<file path="src/source/rv_pkg.sv">
package rv_pkg;

//////////////////////////////////////////////////////////////
// sizes
//////////////////////////////////////////////////////////////
localparam int XLEN      = 32;
localparam int WADDR_W   = 14;
localparam int RAM_WORDS = 16384;

// only system instruction the core knows
localparam logic [XLEN-1:0] EBREAK_INSN = 32'h0010_0073;

typedef logic [XLEN-1:0]    word_t;
typedef logic [WADDR_W-1:0] waddr_t;
typedef logic [4:0]         reg_idx_t;

//////////////////////////////////////////////////////////////
// control encodings
//////////////////////////////////////////////////////////////
typedef enum logic [2:0] {
    ALU_ADD,
    ALU_SUB,
    ALU_AND,
    ALU_OR,
    ALU_XOR,
    ALU_SLT
} alu_fun_t;

typedef enum logic [1:0] {
    BR_NONE,
    BR_EQ,
    BR_NE
} br_fun_t;

typedef enum logic {
    OP1_RS1,
    OP1_PC
} op1_sel_t;

typedef enum logic [1:0] {
    OP2_RS2,
    OP2_IMM_I,
    OP2_IMM_S,
    OP2_IMM_U
} op2_sel_t;

typedef enum logic [1:0] {
    WB_ALU,
    WB_MEM,
    WB_PC4
} wb_sel_t;

typedef enum logic [1:0] {
    PC_PLUS4,
    PC_BRANCH,
    PC_JAL,
    PC_JALR
} pc_sel_t;

// host side of the memory arbiter
typedef enum logic [1:0] {
    ARB_IDLE,
    ARB_ACK,
    ARB_RELEASE
} arb_state_t;

endpackage

</file>
<file path="src/source/mem_arbiter.sv">
module mem_arbiter (
    input  logic           clk,
    input  logic           rst_n,
    input  logic           i_core_fetching,
    input  logic           i_core_en,
    input  logic           i_core_we,
    input  rv_pkg::waddr_t i_core_addr,
    input  rv_pkg::word_t  i_core_wdata,
    output rv_pkg::word_t  o_core_rdata,
    input  logic           i_host_req,
    input  logic           i_host_we,
    input  logic           i_host_imem,
    input  rv_pkg::waddr_t i_host_addr,
    input  rv_pkg::word_t  i_host_wdata,
    output logic           o_host_ack,
    output rv_pkg::word_t  o_host_rdata,
    output logic           o_dram_we,
    output rv_pkg::waddr_t o_dram_addr,
    output rv_pkg::word_t  o_dram_wdata,
    input  rv_pkg::word_t  i_dram_rdata,
    output logic           o_iram_we,
    output rv_pkg::waddr_t o_iram_addr,
    output rv_pkg::word_t  o_iram_wdata,
    input  rv_pkg::word_t  i_iram_rdata,
    input  rv_pkg::waddr_t i_core_iaddr,
    output rv_pkg::word_t  o_core_insn
);

rv_pkg::arb_state_t state;
rv_pkg::arb_state_t state_next;
logic               host_pending;
logic               host_dram;
logic               host_iram;
logic               grant;

//////////////////////////////////////////////////////////////
// ownership, core first
//////////////////////////////////////////////////////////////
assign host_pending = (state == rv_pkg::ARB_IDLE) && i_host_req;
assign host_dram    = host_pending && !i_host_imem && !i_core_en;
assign host_iram    = host_pending && i_host_imem && !i_core_fetching;
assign grant        = host_dram || host_iram;

assign o_dram_addr  = i_core_en ? i_core_addr : i_host_addr;
assign o_dram_wdata = i_core_en ? i_core_wdata : i_host_wdata;
assign o_dram_we    = i_core_en ? i_core_we : (host_dram && i_host_we);
assign o_core_rdata = i_dram_rdata;

assign o_iram_addr  = host_iram ? i_host_addr : i_core_iaddr;
assign o_iram_wdata = i_host_wdata;
assign o_iram_we    = host_iram && i_host_we;

// a halted core keeps seeing ebreak while the host borrows the RAM
assign o_core_insn  = host_iram ? rv_pkg::EBREAK_INSN : i_iram_rdata;

//////////////////////////////////////////////////////////////
// host handshake
//////////////////////////////////////////////////////////////
always_comb begin
    state_next = state;
    case (state)
        rv_pkg::ARB_IDLE:    if (grant) state_next = rv_pkg::ARB_ACK;
        rv_pkg::ARB_ACK:     if (!i_host_req) state_next = rv_pkg::ARB_RELEASE;
        rv_pkg::ARB_RELEASE: state_next = rv_pkg::ARB_IDLE;
        default:             state_next = rv_pkg::ARB_IDLE;
    endcase
end

always_ff @(posedge clk, negedge rst_n) begin
    if (!rst_n) begin
        state <= rv_pkg::ARB_IDLE;
    end else begin
        state <= state_next;
    end
end

assign o_host_ack = (state == rv_pkg::ARB_ACK);

// read data captured in the access cycle
always_ff @(posedge clk) begin
    if (grant) begin
        o_host_rdata <= i_host_imem ? i_iram_rdata : i_dram_rdata;
    end
end

endmodule

</file>
<file path="config.mk">
export PLATFORM = sky130hd
export DESIGN_NAME = mem_arbiter
export DESIGN_NICKNAME = d
export VERILOG_FILES = /design/src/source/rv_pkg.sv /design/src/source/mem_arbiter.sv
export SDC_FILE = /design/constraint.sdc
export NUM_CORES = 1
export LEC_CHECK = 0
export BUFFER_PORTS_ARGS = -buffer_cell sky130_fd_sc_hd__buf_2
export CORE_AREA = 2 2 145 147
export CTS_CLUSTER_SIZE = 12
export DETAILED_ROUTE_END_ITERATION = 8
export DIE_AREA = 0 0 147 149
export PLACE_DENSITY = 0.44
export SLEW_MARGIN = 10
export SYNTH_ARGS = -nofsm -noshare
export SYNTH_HDL_FRONTEND = slang
export SYNTH_SLANG_ARGS = --single-unit
</file>
<file path="constraint.sdc">
create_clock -name clk -period 8.9 [get_ports clk]
set_input_delay 0.445 -clock clk [delete_from_list [all_inputs] [get_ports clk]]
set_output_delay 0.445 -clock clk [all_outputs]
set_load 0.1 [all_outputs]
</file>
# Word level (Yosys, flattened, before mapping)
# Cells that the tools add are included.
totals:
  regBits: 34
  in_bits: 178
  output_inout_bits: 191
  word_cells: 27
op_classes:
  eq_ne: 3
  mux: 9
  n_reduce_logical: 13
ops:
  columns: ["operator", "count"]
  rows:
  - ["two-way mux 32 bit", 3]
  - ["two-way mux 14 bit", 2]
  - ["logical AND 1 bit", 7]
  - ["two-way mux 2 bit", 2]
  - ["inequality test 2 bit, second input constant", 2]
  - ["one-hot mux 2 bit (2 select lines)", 1]
  - ["logical NOT 1 bit", 3]
  - ["== test 2 x 1 -> 1 bit, second input constant", 1]
  - ["logical NOT 2 bit", 1]
  - ["AND reduction 2 bit", 1]
  - ["logical OR 1 bit", 1]
  - ["two-way mux 1 bit", 1]

# Depth between registers and ports, before layout
depth:
  ltp_word: 7
  ltp_mapped: 5
  ltp_nobuf: 3

# Worst setup path before layout
# Ideal clock, no wire load.
synth_path:
  path_kind: "input to register"
  startpoint: "input port i_host_req"
  endpoint: "register o_host_rdata[0] (enable)"
  setup_ps: 466
  t_arrival_ps: 3165
  required_ps: 8434
  setup_slack_ps: 5270
  stages: 3
  n_path_buf: 0
  path_cell_list: "nor3b_2 or2b_1 o21ai_0"
synth_between:
  elab_chain_len: 4
  word_cells_on_any_way: 6
  classes_between: "reduce/logical (6)"
synth_rtl:
  columns: ["item", "line_no", "text"]
  rows:
  - ["start, declared", "mem_arbiter.sv:10", "input logic i_host_req,"]
  - ["logical AND 1 bit (*)", "mem_arbiter.sv:39", "assign host_pending = (state == rv_pkg::ARB_IDLE) && i_host_req;"]
  - ["logical AND 1 bit, on equally long branches (2 in series)", "mem_arbiter.sv:40, mem_arbiter.sv:41", null]
  - ["logical OR 1 bit (*)", "mem_arbiter.sv:42", "assign grant = host_dram || host_iram;"]
  - ["net grant", "mem_arbiter.sv:34", "logic grant;"]
  - ["end signal, assigned", "mem_arbiter.sv:82", "o_host_rdata <= i_host_imem ? i_iram_rdata : i_dram_rdata;"]
  - ["end, declared", "mem_arbiter.sv:16", "output rv_pkg::word_t o_host_rdata,"]
# Mark *: on every way through the listed nets, which the timed path passes. The rest lies on a longest branch.
# A chain may end at the register's enable or synchronous reset.

# Worst setup path in the final report
layout_path:
  startpoint: "input port i_host_imem"
  endpoint: "output port o_iram_addr[0]"
layout_between:
  elab_chain_len: 3
layout_rtl:
  columns: ["item", "line_no", "text"]
  rows:
  - ["start, declared", "mem_arbiter.sv:12", "input logic i_host_imem,"]
  - ["logical AND 1 bit (2 in series)", "mem_arbiter.sv:41", "assign host_iram = host_pending && i_host_imem && !i_core_fetching;"]
  - ["two-way mux 14 bit", "mem_arbiter.sv:49", "assign o_iram_addr = host_iram ? i_host_addr : i_core_iaddr;"]
  - ["end, declared", "mem_arbiter.sv:22", "output rv_pkg::waddr_t o_iram_addr,"]
# Every way passes these cells.

==> run summary <==
chip width: 147 µm
CTS Sinks: 34
vias in the first global route: 2,854
Post-Synthesis Cells: 250
P_leak: 0.00243 µW
TritonCTS clock tree: yes
GRT Total Usage: 10.2%
htree depth: 2
minimum clock period: 3.08 ns
cts bufs inserted: 5
gr ovfl total: 0
fillcell total: 2,284
combinational share of power: 61.8%
Syn Nets: 428
Finished Cell Area: 4760 µm²
DP Area: 4610 µm²
CP max FO: 35
Setup Viol. Count Final: 0
WP data required: 8.46 ns
skew final: 0.00147 ns
share of layout cells above drive strength 1: 85.8%
initial antenna violation count: 0
Layout Nets: 728
Post-CTS Setup Inserts: 0
Cell Rows: 53
crit start category: primary input
Slew @ Worst Pin: 1.03 ns
metal2 WL: 6.58 mm
die height: 149 µm
synthesized area per cell: 11.9 µm²
Rel. slew slack: 31.2%
internal power: 390 µW
crit path DAT: 2.64 ns
Max Cap Viol: 0
Met3 Wirelength: 977 µm
drt drc: 0
Clk pwr share: 17.8%
WL/cell: 14.7 µm
maximum VDD drop: 0.0000822 V
CP max stage cell: nand3b_2
Net Sw Frac: 57.7%
critical path's largest stage delay: 0.58 ns
crit-path cells: buf_2, buf_4, nand3b_2, buf_4, mux2_4, buf_2
Ports: 369
Synth area leader: edfxtp_1
effective utilization at floorplan: 14.4%
Min-Delay Path Class: primary input to flop
clock latency on the worst-skew pair: 0.27 ns
root buffer cell: clkbuf_16
Post-Syn Area: 2970 µm²
setup TNS: 0 ns
Iter 0 DRT Violations: 21
number of inserted diodes: 0
fin. max-slew vios: 0
M1 WL: 4.45 mm
via count: 2,935
top cell type's share of synthesized area: 32.4%
Netlist cell types: 22
first-pass GRT wire length: 16.8 mm
final hold vios: 0
drt total wl: 12.1 mm
Yosys warnings: 0
sequential element share of the synthesized area: 34.1%
Worst Setup End Kind: primary output
commonest cells after routing, fill and taps aside: buf_2 (368), mux2_2 (78), edfxtp_1 (32)
largest net degree at the start of global routing: 36
Die Footprint: 21,900 µm²
port bufs: 368
drt via density: 3.55
drt pass-1 iters: 3
synth-to-layout area growth: 60.4%
Area contributors post-synth: edfxtp_1 (32%), mux2_2 (30%), buf_4 (16%)
NetSw: 532 µW
hpwl dp: 10.8 mm
commonest non-fill, non-tap cell in the layout: buf_2
Final period util: 34.7%
Crit Path Category: primary input to primary output
ANT nets after route: 0
R2R Setup Slk: 6.44 ns
Seq cells post-synth: 34
RSZ-0062 raised after global routing: no
status: completed
clock-pin slew on the worst setup and hold paths: 0.05 ns
part of the power in registers: 20.5%
cell family with most CP delay: buffers and inverters
Max clock buf depth: 2
top layer in use: met4
GPL Wtd Cong: 0.729
Buf+Inv Stages, Crit Path: 4
Pwr Density: 194 nW/µm²
Fmax: 324 MHz
core region area: 20,600 µm²
-- synth_stat cells --
cell       n
o21ai_0    1
nor2_1     2
clkbuf_1   2
dfrtp_1    2
mux2i_1    1
edfxtp_1  32
mux2_2    78
and2_1    26
nor3b_2    1
nor2b_1    1
buf_4     64
nand2_1    1
mux2_4    14
buf_6      4
nor3b_1    1
nand3b_2   1
inv_1      1
o31ai_1    1
nand2b_1   6
and2b_1    1
or2b_1     1
buf_2      9
-- kinds of logic (layout without fill, tap and decap cells) --
logic type	count (synthesis)	count (layout)	synth area share (%)
flip-flops	34	34	34.1
AO/OA/AOI/OAI	2	2	0.422
AND/OR/NAND/NOR	41	41	8.90
buffers and inverters	80	381	19.6
multiplexers	93	93	37.0
-- power by group through the flow --
stage	Sequential, µW	Clock (µW)	Combinational (µW)
final	189	164	570
after detailed placement	192	0	573
after global routing	190	179	586
after CTS	189	174	574
after global placement	192	0	574
after floorplan	247	0	435
-- final cells by class --
cell class              count  area (µm²)  area share, %
repair buffers            372        1870           39.4
multi-input cells         136        1390           29.1
flip-flops and latches     34        1010           21.2
well taps                 275         344           7.23
clock buffers               5         125           2.63
clock inverters             3        16.3          0.342
inverters                   1        3.75         0.0788
-- routing by layer --
metal  track usage (%)  vias to the layer above
met4              2.45                        0
met2              20.7                      208
li1                  -                     1414
met3              1.96                        6
met5                 0                        -
met1              10.8                     1307
-- worst paths after layout --
path | start | endpoint | cells after the start
setup / recovery | i_host_imem | o_iram_addr[0] | 6
hold / removal | i_host_req | state[1]$_DFFE_PN0P_ | 2
setup reg to reg | state[1]$_DFFE_PN0P_ | o_host_rdata[31]$_DFFE_PP_ | 4
hold reg to reg | state[1]$_DFFE_PN0P_ | state[0]$_DFFE_PN0P_ | 1
max in group asynchronous | rst_n | state[0]$_DFFE_PN0P_ | 2
min in group asynchronous | rst_n | state[1]$_DFFE_PN0P_ | 2
-- state kept, by name, summed over array words and instances, names as in the netlist --
signal	cells
o_host_rdata	32
state	2
-- per-stage QoR --
step	hold WS [ns]	std cells	utilization [%]	setup slack (ns)	total power, µW
4_1_cts	0.332	826	23.2	5.75	937
5_1_grt	0.345	826	23.2	5.61	954
6_report	0.339	826	23.2	5.82	923
3_3_place_gp	0.231	817	22.4	5.78	766
2_1_floorplan	0.149	250	-	5.27	682
3_5_place_dp	0.235	817	22.4	5.75	765
-- what timing repair did --
item	CTS	global route
hold endpoints to repair	2	0
hold buffers	1	0
gates resized for setup	0	0
endpoints found under the setup margin	0	0
-- worst reg2reg max path, delay by kind of cell, from the launching register on --
family                 cells  cell delay (ns)
AOI/OAI and AO/OA          1             0.41
buffers and inverters      1             0.47
DFF                        1             0.39
and+or+nand+nor            2             0.79
Power figures use the tool's default switching activity.
